==> src/common/daf_params.svh <==
`ifndef DAF_PARAMS_SVH
`define DAF_PARAMS_SVH

// clk cycles per half sck period
`define DAF_SCK_DIV 2

// Bits per audio sample, one channel
`define DAF_SAMPLE_W 16

// Gain scale, 16 means unity for volume and fader
`define DAF_GAIN_SH 4

// Sample value of one pot step
`define DAF_POT_STEP 2048

// Compressor slope above threshold
`define DAF_COMP_RATIO_SH 2

`endif

==> src/common/daf_pkg.sv <==
`include "daf_params.svh"

package daf_pkg;

  // One signed audio sample
  typedef logic signed [`DAF_SAMPLE_W-1:0] sample_t;

  // Stereo frame, left word in the upper half
  typedef logic [2*`DAF_SAMPLE_W-1:0] frame_t;

  // Potentiometer nibble
  typedef logic [3:0] pot_t;

  typedef enum logic [1:0] {
    UNITY,
    FADING,
    SILENT
  } fade_state_t;

endpackage

==> src/rtl/clk_div.sv <==
`timescale 1ns/1ps
`include "daf_params.svh"

module clk_div (
  input  logic clk,
  input  logic rst_n,
  output logic sck,
  output logic ws,
  output logic bit_strobe,
  output logic frame_strobe
);

  localparam int HALF_W = $clog2(`DAF_SCK_DIV + 1);
  localparam int BIT_W  = $clog2(2 * `DAF_SAMPLE_W);

  logic [HALF_W-1:0] half_cnt;
  logic [BIT_W-1:0]  bit_cnt;
  logic              half_last;

  assign half_last = (half_cnt == HALF_W'(`DAF_SCK_DIV - 1));

  always_ff @(posedge clk or negedge rst_n) begin
    if (!rst_n) begin
      half_cnt <= '0;
      bit_cnt  <= '0;
      sck      <= 1'b0;
    end else if (half_last) begin
      half_cnt <= '0;
      sck      <= ~sck;
      // Next bit starts on the falling edge
      if (sck) begin
        bit_cnt <= bit_cnt + 1'b1;
      end
    end else begin
      half_cnt <= half_cnt + 1'b1;
    end
  end

  // Low for bits 0..15 (left), high for the right word
  assign ws = bit_cnt[BIT_W-1];

  // Cycle just before sck rises
  assign bit_strobe   = half_last & ~sck;
  assign frame_strobe = bit_strobe & (bit_cnt == '0);

endmodule

==> src/i2s/i2s_rcvr.sv <==
`timescale 1ns/1ps

module i2s_rcvr
  import daf_pkg::*;
(
  input  logic   clk,
  input  logic   rst_n,
  input  logic   bit_strobe,
  input  logic   frame_strobe,
  input  logic   serial_data_in,
  output frame_t rx_frame,
  output logic   rx_valid
);

  localparam int FW = $bits(frame_t);

  frame_t shift_q;
  frame_t cap_q;
  logic   cap_vld;

  always_ff @(posedge clk or negedge rst_n) begin
    if (!rst_n) begin
      shift_q  <= '0;
      cap_q    <= '0;
      cap_vld  <= 1'b0;
      rx_frame <= '0;
      rx_valid <= 1'b0;
    end else begin
      // MSB first, left word then right word
      if (bit_strobe) begin
        shift_q <= {shift_q[FW-2:0], serial_data_in};
      end

      // Shift register still holds the whole previous frame here
      cap_vld <= frame_strobe;
      if (frame_strobe) begin
        cap_q <= shift_q;
      end

      rx_valid <= cap_vld;
      if (cap_vld) begin
        rx_frame <= cap_q;
      end
    end
  end

endmodule

==> src/i2s/i2s_trnmtr.sv <==
`timescale 1ns/1ps

module i2s_trnmtr
  import daf_pkg::*;
(
  input  logic   clk,
  input  logic   rst_n,
  input  logic   bit_strobe,
  input  logic   frame_strobe,
  input  logic   sck,
  input  frame_t fade_frame,
  input  logic   fade_valid,
  output logic   serial_data_out
);

  localparam int FW    = $bits(frame_t);
  localparam int IDX_W = $clog2(FW);

  frame_t           hold_q;
  frame_t           shift_q;
  logic             sck_q;
  logic             sck_fall;
  logic [IDX_W-1:0] bit_idx;

  assign sck_fall = sck_q & ~sck;

  always_ff @(posedge clk or negedge rst_n) begin
    if (!rst_n) begin
      hold_q          <= '0;
      shift_q         <= '0;
      sck_q           <= 1'b0;
      bit_idx         <= '0;
      serial_data_out <= 1'b0;
    end else begin
      sck_q <= sck;

      if (fade_valid) begin
        hold_q <= fade_frame;
      end

      // Index of the bit driven at the next falling edge
      if (frame_strobe) begin
        bit_idx <= IDX_W'(1);
      end else if (bit_strobe) begin
        bit_idx <= bit_idx + 1'b1;
      end

      if (sck_fall) begin
        // Frame boundary, MSB goes out with the ws change
        if (bit_idx == '0) begin
          serial_data_out <= hold_q[FW-1];
          shift_q         <= {hold_q[FW-2:0], 1'b0};
        end else begin
          serial_data_out <= shift_q[FW-1];
          shift_q         <= {shift_q[FW-2:0], 1'b0};
        end
      end
    end
  end

endmodule

==> src/rtl/effect_chain.sv <==
`timescale 1ns/1ps
`include "daf_params.svh"

module effect_chain
  import daf_pkg::*;
(
  input  logic       clk,
  input  logic       rst_n,
  input  frame_t     rx_frame,
  input  logic       rx_valid,
  input  pot_t       pot_vol,
  input  pot_t       pot_amp_clp,
  input  pot_t       pot_amp_com,
  input  logic [3:0] mode_en,
  output frame_t     chain_frame,
  output logic       chain_valid
);

  localparam int SW    = `DAF_SAMPLE_W;
  localparam int EXT_W = SW + 1;

  typedef logic signed [EXT_W-1:0] ext_t;
  typedef logic signed [SW+4:0]    vprod_t;

  localparam ext_t POT_STEP = ext_t'(`DAF_POT_STEP);

  frame_t     vol_q;
  frame_t     clp_q;
  logic [2:0] vld_q;

  function automatic sample_t vol_scale(sample_t s, pot_t p);
    vprod_t prod;
    vprod_t shifted;
    prod    = vprod_t'(s) * vprod_t'($signed({1'b0, p}));
    shifted = prod >>> `DAF_GAIN_SH;
    return shifted[SW-1:0];
  endfunction

  // Saturate to +/-(p * step + step - 1)
  function automatic sample_t clip(sample_t s, pot_t p);
    ext_t x;
    ext_t lim;
    ext_t neg_lim;
    x       = ext_t'(s);
    lim     = ext_t'($signed({1'b0, p})) * POT_STEP + (POT_STEP - ext_t'(1));
    neg_lim = -lim;
    if (x > lim) begin
      return lim[SW-1:0];
    end
    if (x < neg_lim) begin
      return neg_lim[SW-1:0];
    end
    return s;
  endfunction

  // Magnitude above threshold is divided down, sign kept
  function automatic sample_t compress(sample_t s, pot_t p);
    ext_t x;
    ext_t mag;
    ext_t th;
    ext_t res;
    x   = ext_t'(s);
    mag = x[EXT_W-1] ? -x : x;
    th  = ext_t'($signed({1'b0, p})) * POT_STEP;
    if (mag <= th) begin
      return s;
    end
    res = th + ((mag - th) >>> `DAF_COMP_RATIO_SH);
    if (x[EXT_W-1]) begin
      res = -res;
    end
    return res[SW-1:0];
  endfunction

  // mode_en order: flanger, clip, compress, fader
  always_ff @(posedge clk or negedge rst_n) begin
    if (!rst_n) begin
      vol_q       <= '0;
      clp_q       <= '0;
      chain_frame <= '0;
      vld_q       <= '0;
    end else begin
      vld_q <= {vld_q[1:0], rx_valid};

      if (rx_valid) begin
        vol_q <= {vol_scale(rx_frame[2*SW-1:SW], pot_vol),
                  vol_scale(rx_frame[SW-1:0], pot_vol)};
      end

      if (vld_q[0]) begin
        clp_q <= mode_en[2] ? {clip(vol_q[2*SW-1:SW], pot_amp_clp),
                               clip(vol_q[SW-1:0], pot_amp_clp)} : vol_q;
      end

      if (vld_q[1]) begin
        chain_frame <= mode_en[1] ? {compress(clp_q[2*SW-1:SW], pot_amp_com),
                                     compress(clp_q[SW-1:0], pot_amp_com)} : clp_q;
      end
    end
  end

  assign chain_valid = vld_q[2];

endmodule

==> src/rtl/fader.sv <==
`timescale 1ns/1ps
`include "daf_params.svh"

module fader
  import daf_pkg::*;
(
  input  logic   clk,
  input  logic   rst_n,
  input  logic   fade_en,
  input  frame_t chain_frame,
  input  logic   chain_valid,
  output frame_t fade_frame,
  output logic   fade_valid
);

  localparam int SW     = `DAF_SAMPLE_W;
  localparam int GAIN_W = `DAF_GAIN_SH + 1;

  typedef logic [GAIN_W-1:0]        gain_t;
  typedef logic signed [SW+GAIN_W:0] gprod_t;

  localparam gain_t UNITY_GAIN = gain_t'(1 << `DAF_GAIN_SH);

  fade_state_t state_q;
  fade_state_t state_d;
  gain_t       gain_q;
  gain_t       gain_d;

  function automatic sample_t apply_gain(sample_t s, gain_t g);
    gprod_t prod;
    gprod_t shifted;
    prod    = gprod_t'(s) * gprod_t'($signed({1'b0, g}));
    shifted = prod >>> `DAF_GAIN_SH;
    return shifted[SW-1:0];
  endfunction

  // One gain step per frame
  always_comb begin
    state_d = state_q;
    gain_d  = gain_q;
    case (state_q)
      UNITY: begin
        if (fade_en) begin
          state_d = FADING;
          gain_d  = UNITY_GAIN - 1'b1;
        end
      end
      FADING: begin
        if (!fade_en) begin
          state_d = UNITY;
          gain_d  = UNITY_GAIN;
        end else if (gain_q == gain_t'(1)) begin
          state_d = SILENT;
          gain_d  = '0;
        end else begin
          gain_d = gain_q - 1'b1;
        end
      end
      SILENT: begin
        if (!fade_en) begin
          state_d = UNITY;
          gain_d  = UNITY_GAIN;
        end
      end
      default: begin
        state_d = UNITY;
        gain_d  = UNITY_GAIN;
      end
    endcase
  end

  always_ff @(posedge clk or negedge rst_n) begin
    if (!rst_n) begin
      state_q    <= UNITY;
      gain_q     <= UNITY_GAIN;
      fade_frame <= '0;
      fade_valid <= 1'b0;
    end else begin
      fade_valid <= chain_valid;
      if (chain_valid) begin
        state_q    <= state_d;
        gain_q     <= gain_d;
        fade_frame <= {apply_gain(chain_frame[2*SW-1:SW], gain_d),
                       apply_gain(chain_frame[SW-1:0], gain_d)};
      end
    end
  end

endmodule

==> src/rtl/daf.sv <==
`timescale 1ns/1ps

module daf
  import daf_pkg::*;
(
  input  logic       clk,
  input  logic       rst_n,
  input  pot_t       pot_vol,
  input  pot_t       pot_amp_com,
  input  pot_t       pot_amp_clp,
  // flanger, clip, compress, fader
  input  logic [3:0] mode_en,
  input  logic       serial_data_in,
  output logic       sck,
  output logic       ws,
  output logic       serial_data_out
);

  logic   bit_strobe;
  logic   frame_strobe;
  frame_t rx_frame;
  logic   rx_valid;
  frame_t chain_frame;
  logic   chain_valid;
  frame_t fade_frame;
  logic   fade_valid;

  clk_div i_clk_div (
    .clk          (clk),
    .rst_n        (rst_n),
    .sck          (sck),
    .ws           (ws),
    .bit_strobe   (bit_strobe),
    .frame_strobe (frame_strobe)
  );

  i2s_rcvr i_i2s_rcvr (
    .clk            (clk),
    .rst_n          (rst_n),
    .bit_strobe     (bit_strobe),
    .frame_strobe   (frame_strobe),
    .serial_data_in (serial_data_in),
    .rx_frame       (rx_frame),
    .rx_valid       (rx_valid)
  );

  effect_chain i_effect_chain (
    .clk         (clk),
    .rst_n       (rst_n),
    .rx_frame    (rx_frame),
    .rx_valid    (rx_valid),
    .pot_vol     (pot_vol),
    .pot_amp_clp (pot_amp_clp),
    .pot_amp_com (pot_amp_com),
    .mode_en     (mode_en),
    .chain_frame (chain_frame),
    .chain_valid (chain_valid)
  );

  fader i_fader (
    .clk         (clk),
    .rst_n       (rst_n),
    .fade_en     (mode_en[0]),
    .chain_frame (chain_frame),
    .chain_valid (chain_valid),
    .fade_frame  (fade_frame),
    .fade_valid  (fade_valid)
  );

  i2s_trnmtr i_i2s_trnmtr (
    .clk             (clk),
    .rst_n           (rst_n),
    .bit_strobe      (bit_strobe),
    .frame_strobe    (frame_strobe),
    .sck             (sck),
    .fade_frame      (fade_frame),
    .fade_valid      (fade_valid),
    .serial_data_out (serial_data_out)
  );

endmodule

==> config.mk <==
export PLATFORM = sky130hd
export DESIGN_NAME = daf
export DESIGN_NICKNAME = d
export VERILOG_FILES = /design/src/common/daf_pkg.sv /design/src/rtl/clk_div.sv /design/src/i2s/i2s_rcvr.sv /design/src/i2s/i2s_trnmtr.sv /design/src/rtl/effect_chain.sv /design/src/rtl/fader.sv /design/src/rtl/daf.sv
export VERILOG_INCLUDE_DIRS = /design/src /design/src/common
export SDC_FILE = /design/constraint.sdc
export NUM_CORES = 1
export LEC_CHECK = 0
export BUFFER_PORTS_ARGS = -buffer_cell sky130_fd_sc_hd__buf_2
export CORE_UTILIZATION = 40
export DETAILED_ROUTE_END_ITERATION = 6
export GPL_TIMING_DRIVEN = 1
export PLACE_DENSITY = 0.55
export SLEW_MARGIN = 20
export SYNTH_ARGS = -nofsm -noshare
export SYNTH_HDL_FRONTEND = slang
export SYNTH_HIERARCHICAL = 1
export SYNTH_SLANG_ARGS = --single-unit
==> constraint.sdc <==
create_clock -name clk -period 6.5 [get_ports clk]
set_clock_uncertainty 0.1 [all_clocks]
set_input_delay 0.325 -clock clk [delete_from_list [all_inputs] [get_ports clk]]
set_output_delay 0.325 -clock clk [all_outputs]
set_load 0.03 [all_outputs]
==> impl_metrics.prom <==
# TYPE chip_impl_metric gauge
chip_impl_info{name="outcome",value="completed"} 1
chip_impl_metric{name="fmax",unit="MHz"} 167
chip_impl_metric{name="worst_slew_pin_slew",unit="ns"} 1.02
chip_impl_metric{name="yosys_warnings",unit=""} 6
chip_impl_info{name="endpoint_kind",value="register"} 1
chip_impl_metric{name="post_dp_cell_area",unit="µm²"} 26500
chip_impl_metric{name="grt_first_pass_wirelength",unit="µm"} 91900
chip_impl_metric{name="syn_inst",unit=""} 2614
chip_impl_metric{name="timing.max_cap.violations",unit=""} 0
chip_impl_metric{name="clockBufferDepth",unit=""} 3
chip_impl_info{name="clock_tree.root_cell",value="sky130_fd_sc_hd__clkbuf_16"} 1
chip_impl_info{name="hold_end",value="i_fader/state_q[1]$_DFFE_PN0P_"} 1
chip_impl_metric{name="power.density",unit="nW/µm²"} 175
chip_impl_metric{name="overflow_after_grt",unit=""} 0
chip_impl_metric{name="grt_pass1_vias",unit=""} 18400
chip_impl_info{name="chain_of_cells_forming_the_critical_path",value="inv_1 > ha_1 > nor4b_4 > o21ai_0 > a22o_1 > a22o_2 > and2_1 > fa_1 > ha_1 > ha_1 > nand2_1 > nor4_4 > nand3_1 > fa_1 > nor2b_1 > o21ai_0 > a21boi_0 > o211ai_1 > a211oi_1 > o21ai_0 > a211o_1 > nand3_1"} 1
chip_impl_metric{name="initial_utilization",unit="%"} 40.7
chip_impl_metric{name="n_fill_cell",unit=""} 6056
chip_impl_info{name="crit_slowest_cell",value="sky130_fd_sc_hd__fa_1"} 1
chip_impl_metric{name="routed_wirelength",unit="µm"} 52700
chip_impl_metric{name="postCtsSetupRepairBufs",unit=""} 0
chip_impl_metric{name="period_needed",unit="ns"} 5.99
chip_impl_metric{name="drive_above_1_share",unit="%"} 12.8
chip_impl_metric{name="layout.cell_area.non_filler",unit="µm²"} 27900
chip_impl_metric{name="whs_path_depth",unit=""} 2
chip_impl_metric{name="place_congestion",unit=""} 0.813
chip_impl_info{name="dominant_cells_by_area_after_synthesis",value="sky130_fd_sc_hd__dfrtp_1, sky130_fd_sc_hd__fa_1, sky130_fd_sc_hd__ha_1"} 1
chip_impl_metric{name="overall_power_after_layout",unit="mW"} 4.88
chip_impl_metric{name="timing.reg2reg.setup_slack",unit="ns"} 0.51
chip_impl_metric{name="core.rowCount",unit=""} 92
chip_impl_metric{name="final_max_slew_viol_count",unit=""} 0
chip_impl_metric{name="fp.coreArea",unit="µm²"} 63400
chip_impl_info{name="worstHoldStart",value="mode_en[0]"} 1
chip_impl_metric{name="synth_seq_area_share",unit="%"} 30.5
chip_impl_metric{name="worst_r2r_path_depth",unit=""} 22
chip_impl_metric{name="timing.final.setup_violations",unit=""} 0
chip_impl_info{name="critical_path.reg2reg.endpoint",value="i_fader/fade_frame[31]$_DFFE_PN0P_"} 1
chip_impl_metric{name="num_io_pins",unit=""} 22
chip_impl_metric{name="syn-mean-instance-area",unit="µm²"} 9.87
chip_impl_metric{name="hpwlAfterDp",unit="µm"} 40000
chip_impl_info{name="commonest_non_fill_non_tap_cells_in_the_layout",value="sky130_fd_sc_hd__inv_1, sky130_fd_sc_hd__dfrtp_1, sky130_fd_sc_hd__and2_1"} 1
chip_impl_metric{name="clkTransAtPathRegs",unit="ns"} 0.05
chip_impl_metric{name="cts-buffers-inserted",unit=""} 40
chip_impl_metric{name="final_net_count",unit=""} 2935
chip_impl_metric{name="post_synth_num_cell_types",unit=""} 97
chip_impl_metric{name="required_arrival_time_at_the_worst_endpoint",unit="ns"} 6.89
chip_impl_info{name="setup.worst_path.class",value="register to register"} 1
chip_impl_metric{name="port_buffers",unit=""} 20
chip_impl_metric{name="die-height",unit="µm"} 256
chip_impl_metric{name="antennaDiodeCount",unit=""} 0
chip_impl_info{name="rsz0062_at_grt",value="no"} 1
chip_impl_metric{name="routed_wire_length_per_instance",unit="µm"} 15.3
chip_impl_info{name="worstReg2RegStart",value="i_fader/gain_q[1]$_DFFE_PN0P_"} 1
chip_impl_metric{name="postSynthRegisterBits",unit=""} 315
chip_impl_metric{name="cell_internal_power_dissipation",unit="mW"} 3.64
chip_impl_metric{name="totalNegativeSetupSlack",unit="ns"} 0
chip_impl_metric{name="clock_power_share",unit="%"} 47.0
chip_impl_metric{name="critical-path-max-stage-delay",unit="ns"} 0.50
chip_impl_metric{name="via_count",unit=""} 17500
chip_impl_metric{name="synth_top_cell_area_share",unit="%"} 30.4
chip_impl_metric{name="data_arrival_time_of_the_critical_path",unit="ns"} 6.38
chip_impl_info{name="post-synth-top-area-cell",value="sky130_fd_sc_hd__dfrtp_1"} 1
chip_impl_metric{name="floorplan.die_area",unit="µm²"} 65500
chip_impl_metric{name="cts-htree-levels",unit=""} 2
chip_impl_metric{name="area_growth_syn_to_layout",unit="%"} 8.07
chip_impl_metric{name="combinationalPowerShare",unit="%"} 10.3
chip_impl_info{name="min-delay-path-class",value="input port to register"} 1
chip_impl_metric{name="final_hold_violating_endpoints",unit=""} 0
chip_impl_info{name="final_common_cell",value="sky130_fd_sc_hd__inv_1"} 1
chip_impl_metric{name="pin_count_of_the_biggest_net_entering_global_routing",unit=""} 147
chip_impl_metric{name="antenna_found_initial",unit=""} 0
chip_impl_metric{name="detail-route-antenna-nets",unit=""} 0
chip_impl_metric{name="finalCritPeriodShare",unit="%"} 92.2
chip_impl_metric{name="number_of_synthesized_flops_with_an_enable_pin",unit=""} 0
chip_impl_info{name="synthFlopType",value="sky130_fd_sc_hd__dfrtp_1"} 1
chip_impl_metric{name="synthesized_cell_area",unit="µm²"} 25800
chip_impl_metric{name="drt_drc_violations_left",unit=""} 0
chip_impl_info{name="critPathLaunchType",value="register"} 1
chip_impl_metric{name="worst_slack",unit="ns"} 0.505
chip_impl_metric{name="total_leakage_power",unit="nW"} 13.8
chip_impl_info{name="cts_tree",value="yes"} 1
chip_impl_metric{name="dr.first_iter.drc_count",unit=""} 816
chip_impl_metric{name="tritonroute_pass_1_iters",unit=""} 4
chip_impl_metric{name="numClockSinks",unit=""} 315
chip_impl_metric{name="share_of_synthesized_flip_flops_with_an_asynchronous_set_or_reset",unit="%"} 100
chip_impl_metric{name="slew-limit-headroom",unit="%"} 32.1
chip_impl_metric{name="grt_usage",unit="%"} 16.6
chip_impl_metric{name="pre_cts_slack",unit="ns"} 0.358
chip_impl_metric{name="viasPerCell",unit=""} 5.07
chip_impl_metric{name="power.net_switching",unit="mW"} 1.24
chip_impl_metric{name="ir_drop",unit="µV"} 138
chip_impl_metric{name="sw_share",unit="%"} 25.5
chip_impl_metric{name="seqPwrFrac",unit="%"} 42.7
chip_impl_metric{name="postSynthNetCount",unit=""} 2971
chip_impl_metric{name="worstSkewPairLatency",unit="ns"} 0.57
chip_impl_metric{name="worstPathMaxFanout",unit=""} 23
chip_impl_metric{name="die-width",unit="µm"} 256
logic make-up (layout without fill, tap and decap cells):
kind of cell	after synthesis	after routing	synth area share (%)
flip-flops	315	315	30.5
buffers and inverters	468	460	7.75
adder cells (fa/ha/maj)	338	338	21.0
AND/OR/NAND/NOR	725	725	14.9
multiplexers	215	215	10.5
AO/OA/AOI/OAI	424	424	11.0
XOR/XNOR	129	129	4.38
timing repair:
action	in CTS	in global routing
setup endpoints to repair	0	3
gates resized for setup	0	1
hold buffers	2	0
hold endpoints to repair	93	0
synth_stat cells, drive strengths merged (4+ instances only):
cell	instances
inv	346
dfrtp	314
and2	224
nand2	184
ha	180
mux2	171
fa	158
o21ai	127
nor2	119
a21oi	111
xnor2	93
clkbuf	83
mux2i	44
buf	38
xor2	36
nor3	27
nand3	26
a21o	25
o211ai	22
nand4	21
o21a	20
or3	20
nor2b	18
nand2b	16
and3	13
nor4	13
o31ai	12
o41ai	12
or2	12
a31oi	10
a211oi	9
nand3b	8
o221ai	7
a21boi	6
a31o	6
o311ai	6
o22ai	5
or4	5
a211o	4
a22o	4
and4	4
nor3b	4
o21bai	4
how the worst max path moves through the flow:
stage	start	endpoint	slack, ns	cells past startpoint
after global routing	i_fader/gain_q[1]$_DFFE_PN0P_	i_fader/fade_frame[31]$_DFFE_PN0P_	0.05	22
after floorplan	i_fader/gain_q[1]$_DFFE_PN0P_	i_fader/fade_frame[11]$_DFFE_PN0P_	1.19	22
after detailed placement	i_fader/gain_q[1]$_DFFE_PN0P_	i_fader/fade_frame[27]$_DFFE_PN0P_	0.36	22
after global placement	i_fader/gain_q[1]$_DFFE_PN0P_	i_fader/fade_frame[27]$_DFFE_PN0P_	0.46	21
final	i_fader/gain_q[1]$_DFFE_PN0P_	i_fader/fade_frame[31]$_DFFE_PN0P_	0.51	22
after CTS	i_fader/gain_q[1]$_DFFE_PN0P_	i_fader/fade_frame[27]$_DFFE_PN0P_	0.31	22
flip-flops by register name, summed over array words and instances, names as in the netlist, 3 cells and up:
name                        flops
i_effect_chain/clp_q           32
i_i2s_trnmtr/shift_q           31
i_i2s_rcvr/cap_q               32
i_i2s_rcvr/shift_q             32
i_i2s_trnmtr/bit_idx            5
i_effect_chain/vld_q            3
i_fader/fade_frame             32
i_clk_div/bit_cnt               5
i_i2s_trnmtr/hold_q            32
i_i2s_rcvr/rx_frame            32
i_effect_chain/chain_frame     32
i_effect_chain/vol_q           32
i_fader/gain_q                  5
final cells by class:
cell class / count / area, µm² / area share [%]
clock inverters: 14 / 193 / 0.691
repair buffers: 43 / 320 / 1.15
flip-flops and latches: 315 / 7890 / 28.3
well taps: 846 / 1060 / 3.80
multi-input cells: 1831 / 15900 / 57.2
clock buffers: 56 / 1180 / 4.24
inverters: 347 / 1300 / 4.67
power by group through the flow:
stage	logic [mW]	registers, mW	clock network [mW]
after floorplan	0.352	2.10	0
after global placement	0.497	2.12	0
after detailed placement	0.509	2.12	0
after CTS	0.513	2.09	2.38
after global routing	0.576	2.09	2.44
final	0.502	2.09	2.29
per-stage QoR:
step                      hold WS (ns)  utilization, %  std cells
after floorplan                -0.0706               -       2614
after global placement           0.323            41.7       3379
after detailed placement         0.322            41.7       3379
after CTS                       0.0117            43.9       3451
after global routing            0.0767            44.0       3452
final                           0.0517            44.0       3452
worst max-delay path, delay by kind of cell, from the launching register on:
kind	cells	cell delay, ns
compound gates	9	2.36
fa+ha+maj	5	1.69
buf+inv	1	0.10
flops	1	0.40
simple gates	7	1.26
metal layers:
layer	part of all wire, %	track usage, %	wire length, µm
met3	2.4	2.01	1290
met5	0	0	0
met4	2.6	5.12	1350
met1	47	22.0	24900
met2	48	28.3	25100
Note: power is estimated with default switching activity, not from simulation.
